File: config.mk
export PLATFORM = sky130hd
export DESIGN_NAME = rv_core
export DESIGN_NICKNAME = d
export VERILOG_FILES = /design/src/source/rv_pkg.sv /design/src/source/rv_alu.sv /design/src/source/rv_core.sv /design/src/source/rv_decoder.sv /design/src/source/rv_regfile.sv /design/src/source/rv_sequencer.sv
export SDC_FILE = /design/constraint.sdc
export NUM_CORES = 2
export LEC_CHECK = 0
export BUFFER_PORTS_ARGS = -buffer_cell sky130_fd_sc_hd__clkbuf_2
export CORE_MARGIN = 4
export CORE_UTILIZATION = 50
export CTS_BUF_LIST = sky130_fd_sc_hd__clkbuf_8
export DETAILED_ROUTE_END_ITERATION = 10
export PLACE_DENSITY = 0.66
export SLEW_MARGIN = 20
export SYNTH_ARGS = -nofsm -noshare
export SYNTH_HDL_FRONTEND = slang
export SYNTH_SLANG_ARGS = --single-unit
File: constraint.sdc
create_clock -name clk -period 10.3 [get_ports clk]
set_input_delay 0.515 -clock clk [delete_from_list [all_inputs] [get_ports clk]]
set_output_delay 0.515 -clock clk [all_outputs]
set_load 0.02 [all_outputs]
File: src/source/rv_pkg.sv
package rv_pkg;

  localparam int xlen = 32;

  localparam logic [xlen-1:0] reset_vector = 32'h8000_0000;

  // major opcodes
  localparam logic [6:0] op_reg    = 7'b011_0011;
  localparam logic [6:0] op_imm    = 7'b001_0011;
  localparam logic [6:0] op_load   = 7'b000_0011;
  localparam logic [6:0] op_store  = 7'b010_0011;
  localparam logic [6:0] op_branch = 7'b110_0011;
  localparam logic [6:0] op_jal    = 7'b110_1111;
  localparam logic [6:0] op_jalr   = 7'b110_0111;
  localparam logic [6:0] op_lui    = 7'b011_0111;
  localparam logic [6:0] op_auipc  = 7'b001_0111;

  // funct3, alu group (reg and imm forms share these)
  localparam logic [2:0] f3_add_sub = 3'b000;
  localparam logic [2:0] f3_sll     = 3'b001;
  localparam logic [2:0] f3_slt     = 3'b010;
  localparam logic [2:0] f3_sltu    = 3'b011;
  localparam logic [2:0] f3_xor     = 3'b100;
  localparam logic [2:0] f3_srl_sra = 3'b101;
  localparam logic [2:0] f3_or      = 3'b110;
  localparam logic [2:0] f3_and     = 3'b111;

  // funct3, branch conditions
  localparam logic [2:0] f3_beq  = 3'b000;
  localparam logic [2:0] f3_bne  = 3'b001;
  localparam logic [2:0] f3_blt  = 3'b100;
  localparam logic [2:0] f3_bge  = 3'b101;
  localparam logic [2:0] f3_bltu = 3'b110;
  localparam logic [2:0] f3_bgeu = 3'b111;

  typedef enum logic [3:0] {
    kind_reg,
    kind_imm,
    kind_load,
    kind_store,
    kind_branch,
    kind_jal,
    kind_jalr,
    kind_lui,
    kind_auipc,
    kind_illegal  // retires as a no-op
  } instr_kind_e;

  typedef enum logic [3:0] {
    alu_add, alu_sub, alu_xor, alu_or, alu_and,
    alu_sll, alu_srl, alu_sra, alu_slt, alu_sltu
  } alu_op_e;

  typedef enum logic [2:0] {
    st_fetch,
    st_fetch_end,
    st_exec,
    st_mem,
    st_mem_end
  } seq_state_e;

  typedef struct packed {
    instr_kind_e      kind;
    logic [4:0]       rs1;
    logic [4:0]       rs2;
    logic [4:0]       rd;
    alu_op_e          alu_op;
    logic             use_imm;  // imm instead of rs2 as operand b
    logic [2:0]       funct3;   // branch condition
    logic [xlen-1:0]  imm;
  } decoded_t;

  typedef struct packed {
    logic [xlen-1:0] addr;
    logic [xlen-1:0] wdata;
    logic            write;
  } mem_cmd_t;

endpackage

File: src/source/rv_alu.sv
`timescale 1ns/1ns

module rv_alu (
  input  rv_pkg::decoded_t        dec,
  input  logic [rv_pkg::xlen-1:0] rs1_data,
  input  logic [rv_pkg::xlen-1:0] rs2_data,
  output logic [rv_pkg::xlen-1:0] result,
  output logic                    taken
);

  localparam int msb = rv_pkg::xlen - 1;

  logic [msb:0] op_b;
  logic [msb:0] diff;
  logic         carry;  // no borrow when set
  logic         zero;
  logic         ovf;
  logic         lt;
  logic         ltu;
  logic [4:0]   shamt;

  assign op_b  = dec.use_imm ? dec.imm : rs2_data;
  assign shamt = op_b[4:0];

  // single subtractor feeds slt, sltu and every branch compare
  assign {carry, diff} = {1'b0, rs1_data} + {1'b0, ~op_b} + {{rv_pkg::xlen{1'b0}}, 1'b1};
  assign zero = (diff == '0);
  assign ovf  = (rs1_data[msb] != op_b[msb]) && (diff[msb] != rs1_data[msb]);
  assign lt   = diff[msb] ^ ovf;
  assign ltu  = ~carry;

  always_comb begin
    case (dec.alu_op)
      rv_pkg::alu_add:  result = rs1_data + op_b;  // also load/store address
      rv_pkg::alu_sub:  result = diff;
      rv_pkg::alu_xor:  result = rs1_data ^ op_b;
      rv_pkg::alu_or:   result = rs1_data | op_b;
      rv_pkg::alu_and:  result = rs1_data & op_b;
      rv_pkg::alu_sll:  result = rs1_data << shamt;
      rv_pkg::alu_srl:  result = rs1_data >> shamt;
      rv_pkg::alu_sra:  result = $unsigned($signed(rs1_data) >>> shamt);
      rv_pkg::alu_slt:  result = {{msb{1'b0}}, lt};
      rv_pkg::alu_sltu: result = {{msb{1'b0}}, ltu};
      default:          result = '0;
    endcase
  end

  always_comb begin
    taken = 1'b0;
    if (dec.kind == rv_pkg::kind_branch) begin
      case (dec.funct3)
        rv_pkg::f3_beq:  taken = zero;
        rv_pkg::f3_bne:  taken = ~zero;
        rv_pkg::f3_blt:  taken = lt;
        rv_pkg::f3_bge:  taken = ~lt;
        rv_pkg::f3_bltu: taken = ltu;
        rv_pkg::f3_bgeu: taken = ~ltu;
        default:         taken = 1'b0;  // reserved encodings
      endcase
    end
  end

endmodule

File: src/source/rv_core.sv
`timescale 1ns/1ns

module rv_core (
  input  logic                    clk,
  input  logic                    arst_n,
  output logic                    mem_req,
  output rv_pkg::mem_cmd_t        mem_cmd,
  input  logic                    mem_ack,
  input  logic [rv_pkg::xlen-1:0] mem_rdata,
  output logic [rv_pkg::xlen-1:0] pc
);

  rv_pkg::decoded_t        dec;
  logic [rv_pkg::xlen-1:0] instr;
  logic [rv_pkg::xlen-1:0] rs1_data;
  logic [rv_pkg::xlen-1:0] rs2_data;
  logic [rv_pkg::xlen-1:0] alu_result;
  logic                    taken;
  logic                    rd_we;    // write-back port
  logic [4:0]              rd_addr;
  logic [rv_pkg::xlen-1:0] rd_data;

  rv_sequencer u_sequencer (
    .clk        (clk),
    .arst_n     (arst_n),
    .dec        (dec),
    .rs1_data   (rs1_data),
    .rs2_data   (rs2_data),
    .alu_result (alu_result),
    .taken      (taken),
    .instr      (instr),
    .rd_we      (rd_we),
    .rd_addr    (rd_addr),
    .rd_data    (rd_data),
    .pc         (pc),
    .mem_req    (mem_req),
    .mem_cmd    (mem_cmd),
    .mem_ack    (mem_ack),
    .mem_rdata  (mem_rdata)
  );

  rv_decoder u_decoder (
    .instr (instr),
    .dec   (dec)
  );

  rv_alu u_alu (
    .dec      (dec),
    .rs1_data (rs1_data),
    .rs2_data (rs2_data),
    .result   (alu_result),
    .taken    (taken)
  );

  rv_regfile u_regfile (
    .clk      (clk),
    .arst_n   (arst_n),
    .rs1_addr (dec.rs1),
    .rs2_addr (dec.rs2),
    .rs1_data (rs1_data),
    .rs2_data (rs2_data),
    .rd_we    (rd_we),
    .rd_addr  (rd_addr),
    .rd_data  (rd_data)
  );

endmodule

File: src/source/rv_decoder.sv
`timescale 1ns/1ns

module rv_decoder (
  input  logic [rv_pkg::xlen-1:0] instr,
  output rv_pkg::decoded_t        dec
);

  logic [6:0]              opcode;
  logic [2:0]              funct3;
  logic                    alt;     // instr[30], sub / sra select
  logic                    is_shift;
  logic [rv_pkg::xlen-1:0] imm_i;
  logic [rv_pkg::xlen-1:0] imm_s;
  logic [rv_pkg::xlen-1:0] imm_b;
  logic [rv_pkg::xlen-1:0] imm_u;
  logic [rv_pkg::xlen-1:0] imm_j;
  logic [rv_pkg::xlen-1:0] imm_sh;

  // funct3 to alu op, alt only matters for add/sub and srl/sra
  function automatic rv_pkg::alu_op_e alu_sel(input logic [2:0] f3, input logic sel_alt);
    rv_pkg::alu_op_e op;
    case (f3)
      rv_pkg::f3_add_sub: op = sel_alt ? rv_pkg::alu_sub : rv_pkg::alu_add;
      rv_pkg::f3_sll:     op = rv_pkg::alu_sll;
      rv_pkg::f3_slt:     op = rv_pkg::alu_slt;
      rv_pkg::f3_sltu:    op = rv_pkg::alu_sltu;
      rv_pkg::f3_xor:     op = rv_pkg::alu_xor;
      rv_pkg::f3_srl_sra: op = sel_alt ? rv_pkg::alu_sra : rv_pkg::alu_srl;
      rv_pkg::f3_or:      op = rv_pkg::alu_or;
      default:            op = rv_pkg::alu_and;
    endcase
    return op;
  endfunction

  assign opcode   = instr[6:0];
  assign funct3   = instr[14:12];
  assign alt      = instr[30];
  assign is_shift = (funct3 == rv_pkg::f3_sll) || (funct3 == rv_pkg::f3_srl_sra);

  // immediate formats, sign from bit 31
  assign imm_i  = {{20{instr[31]}}, instr[31:20]};
  assign imm_s  = {{20{instr[31]}}, instr[31:25], instr[11:7]};
  assign imm_b  = {{20{instr[31]}}, instr[7], instr[30:25], instr[11:8], 1'b0};
  assign imm_u  = {instr[31:12], 12'h000};
  assign imm_j  = {{12{instr[31]}}, instr[19:12], instr[20], instr[30:21], 1'b0};
  assign imm_sh = {27'd0, instr[24:20]};  // shamt only

  always_comb begin
    dec         = '0;
    dec.rs1     = instr[19:15];
    dec.rs2     = instr[24:20];
    dec.rd      = instr[11:7];
    dec.funct3  = funct3;
    dec.alu_op  = rv_pkg::alu_add;
    dec.use_imm = 1'b1;
    case (opcode)
      rv_pkg::op_reg: begin
        dec.kind    = rv_pkg::kind_reg;
        dec.use_imm = 1'b0;
        dec.alu_op  = alu_sel(funct3, alt);
      end
      rv_pkg::op_imm: begin
        dec.kind   = rv_pkg::kind_imm;
        dec.imm    = is_shift ? imm_sh : imm_i;
        // addi has no sub form, bit 30 only picks srai
        dec.alu_op = alu_sel(funct3, alt && (funct3 == rv_pkg::f3_srl_sra));
      end
      rv_pkg::op_load: begin
        dec.kind = rv_pkg::kind_load;
        dec.imm  = imm_i;
      end
      rv_pkg::op_store: begin
        dec.kind = rv_pkg::kind_store;
        dec.imm  = imm_s;
      end
      rv_pkg::op_branch: begin
        dec.kind    = rv_pkg::kind_branch;
        dec.imm     = imm_b;
        dec.use_imm = 1'b0;         // compare rs1 with rs2
        dec.alu_op  = rv_pkg::alu_sub;
      end
      rv_pkg::op_jal: begin
        dec.kind = rv_pkg::kind_jal;
        dec.imm  = imm_j;
      end
      rv_pkg::op_jalr: begin
        dec.kind = rv_pkg::kind_jalr;
        dec.imm  = imm_i;
      end
      rv_pkg::op_lui: begin
        dec.kind = rv_pkg::kind_lui;
        dec.imm  = imm_u;
      end
      rv_pkg::op_auipc: begin
        dec.kind = rv_pkg::kind_auipc;
        dec.imm  = imm_u;
      end
      default: dec.kind = rv_pkg::kind_illegal;
    endcase
  end

endmodule

File: src/source/rv_regfile.sv
`timescale 1ns/1ns

module rv_regfile (
  input  logic                    clk,
  input  logic                    arst_n,
  input  logic [4:0]              rs1_addr,
  input  logic [4:0]              rs2_addr,
  output logic [rv_pkg::xlen-1:0] rs1_data,
  output logic [rv_pkg::xlen-1:0] rs2_data,
  input  logic                    rd_we,
  input  logic [4:0]              rd_addr,
  input  logic [rv_pkg::xlen-1:0] rd_data
);

  logic [rv_pkg::xlen-1:0] regs [32];

  // x0 is cleared by reset and never written, so it reads as zero
  always_ff @(posedge clk or negedge arst_n) begin
    if (!arst_n) begin
      for (int i = 0; i < 32; i++) begin
        regs[i] <= '0;
      end
    end else if (rd_we && (rd_addr != 5'd0)) begin
      regs[rd_addr] <= rd_data;
    end
  end

  assign rs1_data = regs[rs1_addr];
  assign rs2_data = regs[rs2_addr];

endmodule

File: src/source/rv_sequencer.sv
`timescale 1ns/1ns

module rv_sequencer (
  input  logic                    clk,
  input  logic                    arst_n,
  input  rv_pkg::decoded_t        dec,
  input  logic [rv_pkg::xlen-1:0] rs1_data,
  input  logic [rv_pkg::xlen-1:0] rs2_data,
  input  logic [rv_pkg::xlen-1:0] alu_result,
  input  logic                    taken,
  output logic [rv_pkg::xlen-1:0] instr,
  output logic                    rd_we,
  output logic [4:0]              rd_addr,
  output logic [rv_pkg::xlen-1:0] rd_data,
  output logic [rv_pkg::xlen-1:0] pc,
  output logic                    mem_req,
  output rv_pkg::mem_cmd_t        mem_cmd,
  input  logic                    mem_ack,
  input  logic [rv_pkg::xlen-1:0] mem_rdata
);

  rv_pkg::seq_state_e      state;
  logic [rv_pkg::xlen-1:0] load_q;     // word returned by lw
  logic [rv_pkg::xlen-1:0] pc_plus4;
  logic [rv_pkg::xlen-1:0] pc_rel;     // pc + imm
  logic [rv_pkg::xlen-1:0] jalr_target;
  logic [rv_pkg::xlen-1:0] next_pc;
  logic                    is_mem;
  logic                    writes_reg;
  logic                    fetch_issue;
  logic                    fetch_done;
  logic                    mem_issue;
  logic                    load_take;
  logic                    mem_done;

  assign pc_plus4    = pc + rv_pkg::xlen'(4);
  assign pc_rel      = pc + dec.imm;
  assign jalr_target = (rs1_data + dec.imm) & ~rv_pkg::xlen'(1);
  assign is_mem      = (dec.kind == rv_pkg::kind_load) || (dec.kind == rv_pkg::kind_store);

  // handshake events
  assign fetch_issue = (state == rv_pkg::st_fetch) && !mem_req;
  assign fetch_done  = (state == rv_pkg::st_fetch) && mem_req && mem_ack;
  assign mem_issue   = (state == rv_pkg::st_exec) && is_mem;
  assign load_take   = (state == rv_pkg::st_mem) && mem_ack;
  assign mem_done    = (state == rv_pkg::st_mem_end) && !mem_ack;  // load/store retires

  // next pc and write-back select
  always_comb begin
    next_pc    = pc_plus4;
    writes_reg = 1'b0;
    rd_data    = alu_result;
    case (dec.kind)
      rv_pkg::kind_reg, rv_pkg::kind_imm: writes_reg = 1'b1;
      rv_pkg::kind_branch: if (taken) next_pc = pc_rel;
      rv_pkg::kind_jal: begin
        next_pc    = pc_rel;
        writes_reg = 1'b1;
        rd_data    = pc_plus4;
      end
      rv_pkg::kind_jalr: begin
        next_pc    = jalr_target;
        writes_reg = 1'b1;
        rd_data    = pc_plus4;
      end
      rv_pkg::kind_lui: begin
        writes_reg = 1'b1;
        rd_data    = dec.imm;
      end
      rv_pkg::kind_auipc: begin
        writes_reg = 1'b1;
        rd_data    = pc_rel;
      end
      rv_pkg::kind_load: rd_data = load_q;  // written in mem_end
      default: ;
    endcase
  end

  assign rd_we   = ((state == rv_pkg::st_exec) && writes_reg) ||
                   (mem_done && (dec.kind == rv_pkg::kind_load));
  assign rd_addr = dec.rd;

  always_ff @(posedge clk or negedge arst_n) begin
    if (!arst_n) begin
      state   <= rv_pkg::st_fetch;
      pc      <= rv_pkg::reset_vector;
      mem_req <= 1'b0;
    end else begin
      case (state)
        rv_pkg::st_fetch: begin
          if (fetch_issue) begin
            mem_req <= 1'b1;
          end else if (fetch_done) begin
            mem_req <= 1'b0;
            state   <= rv_pkg::st_fetch_end;
          end
        end
        rv_pkg::st_fetch_end: if (!mem_ack) state <= rv_pkg::st_exec;
        rv_pkg::st_exec: begin
          if (is_mem) begin
            mem_req <= 1'b1;  // ack has been low since fetch_end
            state   <= rv_pkg::st_mem;
          end else begin
            pc    <= next_pc;
            state <= rv_pkg::st_fetch;
          end
        end
        rv_pkg::st_mem: begin
          if (load_take) begin
            mem_req <= 1'b0;
            state   <= rv_pkg::st_mem_end;
          end
        end
        rv_pkg::st_mem_end: begin
          if (mem_done) begin
            pc    <= pc_plus4;
            state <= rv_pkg::st_fetch;
          end
        end
        default: state <= rv_pkg::st_fetch;
      endcase
    end
  end

  // command is loaded only when req rises, so it holds until ack
  always_ff @(posedge clk) begin
    if (fetch_issue) begin
      mem_cmd <= '{addr: {pc[rv_pkg::xlen-1:2], 2'b00}, wdata: '0, write: 1'b0};
    end else if (mem_issue) begin
      mem_cmd <= '{addr:  {alu_result[rv_pkg::xlen-1:2], 2'b00},
                   wdata: rs2_data,
                   write: (dec.kind == rv_pkg::kind_store)};
    end
    if (fetch_done) instr <= mem_rdata;
    if (load_take) load_q <= mem_rdata;
  end

endmodule
== Word-level counts from Yosys, hierarchy flattened ==
Cells that the tools add are included.
Word-level totals
  memories: 0
  latch bits: 0
  memory bits (read-only): 0
  word-level logic and storage cells: 189
  input bits: 35
  memory bits (writable): 0
  register bits: 1187
  output and inout port bits: 98
Cells by class
  add/sub/neg operators: 6
  bitwise logic cells: 11
  multiplexer cells: 44
  reductions and logical operators: 34
  multiply operators: 0
  magnitude comparators: 4
  shifts and indexed selects: 3
  equal/unequal tests: 47
  divide/modulo/power cells: 0
Operator list (number)
  1024-bit bitwise mux: 1
  32-bit binary-select mux with 5-bit select: 2
  32-bit two-way mux: 10
  32-bit case mux with 10 select lines: 1
  32-bit case mux with 6 select lines: 1
  32-bit demux with 5-bit select: 1
  65-bit two-way mux: 2
  32-bit case mux with 4 select lines: 1
  32-bit adder: 3
  32-bit case mux with 3 select lines: 1
  32-bit case mux with 2 select lines: 1
  4-bit case mux with 7 select lines: 2
  4-bit case mux with 9 select lines: 1
  32-bit by 32-bit adder with 33-bit output: 1
  33-bit by 1-bit adder with 33-bit output (second input constant): 1
  32-bit by 3-bit adder with 32-bit output (second input constant): 1
  32-bit bitwise AND: 1
  4-bit by 3-bit equality test with 1-bit output (second input constant): 8
  32-bit logical NOT: 1
  32-bit inverter: 1
  32-bit bitwise OR: 1
  32-bit by 5-bit left shift with 32-bit output: 1
  32-bit by 5-bit >> shifter with 32-bit output: 1
  32-bit by 5-bit >>> shifter with 32-bit output: 1
  other kinds (40): 104

== Longest topological paths before layout ==
  word-level depth: 18
  gate-level depth with buffers: 38
  depth with buffers taken out: 32

== Hierarchy ==
Synthesis repeated with hierarchy kept, for this count alone.
Unflattened totals
  cells, all modules: 7469
  area, all modules: 77742.1 µm²
By module, submodules not included
  rv_regfile: seq. area each 25624.6 µm², area each 55942.4 µm², cells each 4601, instances 1
  rv_sequencer: seq. area each 4385.5 µm², area each 11688.7 µm², cells each 1306, instances 1
  rv_alu: seq. area each 0.0 µm², area each 9241.4 µm², cells each 1435, instances 1
  rv_decoder: seq. area each 0.0 µm², area each 869.6 µm², cells each 127, instances 1

== Worst setup path before layout ==
OpenSTA, ideal clock, no wires.
  path kind: register -> register
  from: reg u_sequencer.instr[20] (netlist name)
  to: reg u_sequencer.pc[26] (netlist name)
  cell stages (with the launch flop): 36
  clock period less this slack: 8.668 ns
  library setup time: 0.128 ns
  setup slack: 1.632 ns
  required time: 10.172 ns
  buffers on the path: 8
  arrival time: 8.540 ns
  cell sequence: edfxtp_1 buf_2 buf_2 clkbuf_1 buf_1 clkbuf_1 mux4_2 mux4_2 mux2i_1 nand2_1 o21ai_0 ha_1 clkbuf_1 nand2_1 or3_1 or3_1 a211oi_1 or2_2 a31oi_1 o21bai_1 a21o_1 fa_1 nor4b_1 o21ai_0 nor3_1 o2111ai_1 a2111oi_0 nand4_1 nor4_1 nand4b_4 and2_1 buf_6 a21o_1 buf_6 a221oi_1 nor3_1
Between the ends
  cells in the longest elaborated chain, start to end: 18
  elaborated cells on any way between the ends: 26
  those cells by class: add/sub (4); eq/ne (2); mux (12); bitwise (6); reduce/logical (2)
RTL lines
  from (decl): line rv_sequencer.sv:11  | output logic [rv_pkg::xlen-1:0] instr,
  from (signal assigned): line rv_sequencer.sv:134  | if (fetch_done) instr <= mem_rdata;
  5-bit inverter with 6-bit output (implied by the code): line rv_regfile.sv:29  | assign rs2_data = regs[rs2_addr];
  32-bit binary-select mux with 5-bit select: line rv_regfile.sv:29
  32-bit two-way mux (implied by the code) (2 in a row): line rv_regfile.sv:29
  32-bit two-way mux: line rv_alu.sv:22  | assign op_b = dec.use_imm ? dec.imm : rs2_data;
  32-bit inverter: line rv_alu.sv:26  | assign {carry, diff} = {1'b0, rs1_data} + {1'b0, ~op_b} + {{rv_pkg::xlen{1'b0}}, 1'b1};
  32-bit by 32-bit adder with 33-bit output: line rv_alu.sv:26
  33-bit by 1-bit adder with 33-bit output: line rv_alu.sv:26
  1-bit != test: line rv_alu.sv:28  | assign ovf = (rs1_data[msb] != op_b[msb]) && (diff[msb] != rs1_data[msb]);
  1-bit logical AND: line rv_alu.sv:28
  1-bit XOR: line rv_alu.sv:29  | assign lt = diff[msb] ^ ovf;
  1-bit inverter: line rv_alu.sv:55  | rv_pkg::f3_bge: taken = ~lt;
  1-bit case mux with 6 select lines: line rv_alu.sv:51  | case (dec.funct3)
  1-bit two-way mux: line rv_alu.sv:50  | if (dec.kind == rv_pkg::kind_branch) begin
  32-bit two-way mux: line rv_sequencer.sv:55  | rv_pkg::kind_branch: if (taken) next_pc = pc_rel;
  32-bit case mux with 3 select lines *: line rv_sequencer.sv:53  | case (dec.kind)
  32-bit two-way mux *: line rv_sequencer.sv:100  | if (is_mem) begin
  32-bit case mux with 2 select lines *: line rv_sequencer.sv:89  | case (state)
  to (signal assigned): line rv_sequencer.sv:86  | pc <= rv_pkg::reset_vector;
  to (signal assigned): line rv_sequencer.sv:104  | pc <= next_pc;
  to (signal assigned): line rv_sequencer.sv:116  | pc <= pc_plus4;
  to (decl): line rv_sequencer.sv:15  | output logic [rv_pkg::xlen-1:0] pc,
Every way passes the cells marked *; elsewhere a longest branch is shown, timed or not. The select of a mux whose other input is x is not followed.
A chain may end at the register's enable or synchronous reset.

== Worst setup path after layout ==
  from: reg u_sequencer.instr[20] (netlist name)
  to: reg u_sequencer.pc[7] (netlist name)
The elaborated chain is that of the path after synthesis.

==> flow_metrics.env <==
export IMPL_numCtsBuffers=202
export IMPL_internal_power_w=0.00947
export IMPL_power_frac_seq=0.312
export IMPL_hold_buffers=34
export IMPL_swShare=0.433
export IMPL_die_area_um2=155000
export IMPL_ys_ff_latch=1187
export IMPL_slew_headroom=0.103
export IMPL_synthCells=7626
export IMPL_synth_top_area_share=0.357
export IMPL_clockBufferDepth=3
export IMPL_p_comb_frac=0.396
export IMPL_gp_congestion=1.13
export IMPL_outcome="completed"
export IMPL_worst_ep_arrival_time_ns=10.77
export IMPL_n_fill_cell=13045
export IMPL_crit_type="reg2reg"
export IMPL_cts_tree="built"
export IMPL_rr_worst_depth=31
export IMPL_cp_end_kind="register"
export IMPL_finalSetupViolations=0
export IMPL_synthSimpleGateAreaFrac=0.122
export IMPL_synth_xor_area_frac=0.0137
export IMPL_required_ns=11.11
export IMPL_syn_cell_area_um2=74200
export IMPL_htree_levels=4
export IMPL_dieWidth_um=393
export IMPL_vias_per_cell=6.90
export IMPL_num_vias=66800
export IMPL_coreArea_um2=148000
export IMPL_start_util=0.503
export IMPL_drv_slew=0
export IMPL_tns_ns=0
export IMPL_std_cell_rows=141
export IMPL_synth_most_common_cell="nand2_1"
export IMPL_cts_sinks=1187
export IMPL_ant_nets=0
export IMPL_drcViolationCount=0
export IMPL_cap_violations=0
export IMPL_power_density_nw_per_um2=203
export IMPL_synthTopCellsByArea="dfrtp_1, mux4_2, o21ai_0"
export IMPL_grt_pass1_vias=63408
export IMPL_ys_flop_type="dfrtp_1"
export IMPL_startpoint_type="register"
export IMPL_synth_top_family_by_area="multiplexers"
export IMPL_fin_crit_sh=0.967
export IMPL_grt_remaining_overflow=0
export IMPL_first_pass_iters=8
export IMPL_fin_crit_ns=9.96
export IMPL_ff_latch_area_um2=30000
export IMPL_synthTopCellsByCount="nand2_1, o21ai_0, dfrtp_1, mux2i_1, clkbuf_1"
export IMPL_leakagePower_nw=36.1
export IMPL_yosys_warnings=0
export IMPL_antenna_found_initial=19
export IMPL_drive_above_1_share=0.172
export IMPL_post_synth_cell_area_avg_um2=9.73
export IMPL_cts_resized=0
export IMPL_clk_latency_ns=1.03
export IMPL_tightest_slew_ns=1.34
export IMPL_wl_per_cell_um=34.6
export IMPL_rrSetupSlack_ns=0.34
export IMPL_finalHoldViolations=0
export IMPL_max_freq_mhz=100
export IMPL_finalClockSkew_ns=0.103
export IMPL_synthMuxAreaShare=0.194
export IMPL_place_hpwl_mm=231
export IMPL_yosysTopAreaCell="dfrtp_1"
export IMPL_regToRegStartpoint="u_sequencer.instr[20]$_DFFE_PP_"
export IMPL_ys_types=104
export IMPL_portBuffers=130
export IMPL_wl_mm=334
export IMPL_async_reset_ff_frac=0.893
export IMPL_ir_drop_mv=0.125
export IMPL_grt_pass1_wl_mm=474
export IMPL_final_util=0.556
export IMPL_netSwitchingPower_w=0.00722
export IMPL_cts_setup_buffers=0
export IMPL_multi_input_area_um2=41100
export IMPL_fp_dieH_um=393
export IMPL_holdCritPathClass="in2async"
export IMPL_crit_fanout=52
export IMPL_drtIter0Drc=9712
export IMPL_synth_fa_ha_area_frac=0.0281
export IMPL_p_clk_frac=0.292
export IMPL_rsz0062_at_grt="false"
export IMPL_cp_num_buf_inv=3
export IMPL_r2r_end="u_sequencer.pc[7]$_DFFE_PN0P_"
export IMPL_synth_compound_area_frac=0.188
export IMPL_clkTransAtPathRegs_ns=0.08
export IMPL_cp_top_family="compound AO/OA/AOI/OAI gates"
export IMPL_clockRootBuffer="clkbuf_8"
export IMPL_ys_seq_area_frac=0.404
export IMPL_synth_edf_count=94
export IMPL_fin_nets=7770
export IMPL_max_stage_delay_ns=0.70
export IMPL_grt_max_degree=185
export IMPL_area_growth_pct=10.5
export IMPL_grt_usage=0.423
export IMPL_critPathSlowestCell="nor2_2"
export IMPL_critPathMostFrequentCell="nor2_1"
export IMPL_ioPinCount=133
[state kept, by name (all words and copies together) (netlist names)]
name                 flops
u_regfile.regs        1024
u_sequencer.state        3
u_sequencer.mem_req      1
u_sequencer.instr       32
u_sequencer.mem_cmd     63
u_sequencer.pc          32
u_sequencer.load_q      32
[placed cells by master (no fill, tap or decap), drive strengths merged, types with 34 or more instances in the layout]
master,Yosys,final
a22oi,213,213
and2,37,37
dfrtp,1059,1059
nand3,172,172
mux4,381,381
mux2i,506,506
inv,129,190
nand2b,37,37
edfxtp,94,94
a211oi,47,47
o211ai,41,41
ha,159,159
a31oi,39,39
a21oi,290,290
nor2b,35,35
buf,213,279
mux2,65,65
xnor2,84,84
o22ai,35,35
a221oi,39,39
o21ai,1163,1163
nor3,75,75
clkbuf,489,381
o31ai,47,47
nand4,38,38
a21o,84,84
nor2,240,240
nand2,1319,1319
dlygate4sd3,0,34
clkinv,3,44
[worst reg2reg max path, delay by kind of cell, from the launching register on]
family / cells / cell delay [ns]
flip-flops: 1 / 0.42
buffers and inverters: 3 / 0.82
AO/OA/AOI/OAI: 14 / 3.34
multiplexers: 3 / 1.59
AND/OR/NAND/NOR: 9 / 2.66
adder cells (fa/ha/maj): 2 / 0.88
[power by group through the flow]
stage	clock network, W	registers, W	logic, W
2_1_floorplan	0	0.00520	0.00376
3_3_place_gp	0	0.00527	0.00630
3_5_place_dp	0	0.00527	0.00628
4_1_cts	0.00491	0.00519	0.00631
5_1_grt	0.00514	0.00521	0.00679
6_report	0.00487	0.00521	0.00661
[through the flow]
step	hold WS, ns	std cells	power [W]	worst slack [ns]	area (um2)
floorplan	0.219	7627	0.00897	1.63	74200
global placement	0.381	9261	0.0116	1.00	77000
detailed placement	0.385	9262	0.0116	0.782	77000
CTS	0.0452	9668	0.0164	0.697	82000
global route	0.144	9671	0.0171	0.0192	82000
finish	0.0810	9676	0.0167	0.337	82100
[cell families after synthesis]
kind of cell,after synthesis
AO/OA/AOI/OAI,2274
XOR/XNOR,116
adder cells (fa/ha/maj),164
buffers and inverters,834
flip-flops,1187
multiplexers,952
other,1
AND/OR/NAND/NOR,2098
[worst max-delay path by stage]
stage,start,endpoint,cells after the start
2_1_floorplan,u_sequencer.instr[20]$_DFFE_PP_,u_sequencer.pc[26]$_DFFE_PN0P_,35
3_5_place_dp,u_sequencer.instr[3]$_DFFE_PP_,u_sequencer.pc[8]$_DFFE_PN0P_,30
3_3_place_gp,u_sequencer.instr[20]$_DFFE_PP_,u_sequencer.pc[11]$_DFFE_PN0P_,31
4_1_cts,u_sequencer.instr[3]$_DFFE_PP_,u_sequencer.pc[8]$_DFFE_PN0P_,30
6_report,u_sequencer.instr[20]$_DFFE_PP_,u_sequencer.pc[7]$_DFFE_PN0P_,31
5_1_grt,u_sequencer.instr[20]$_DFFE_PP_,u_sequencer.pc[11]$_DFFE_PN0P_,31
[per-layer routing]
layer,track usage,part of all wire,wire length (um),vias to the layer above
met3,0.132,0.12,41700,1060
met4,0.273,0.080,26700,18
met1,0.556,0.38,126000,33138
met5,0,0.00042,141,-
met2,0.604,0.42,139000,4663
li1,-,-,-,27921
[layout make-up]
class | count | area share
Multi-Input combinational cell | 5606 | 0.501
Antenna cell | 7 | 0.000213
Sequential cell | 1187 | 0.366
Clock buffer | 252 | 0.0423
Inverter | 132 | 0.00607
Clock inverter | 120 | 0.0142
Tap cell | 1930 | 0.0294
Timing Repair Buffer | 442 | 0.0415
(Power assumes the default switching activity.)
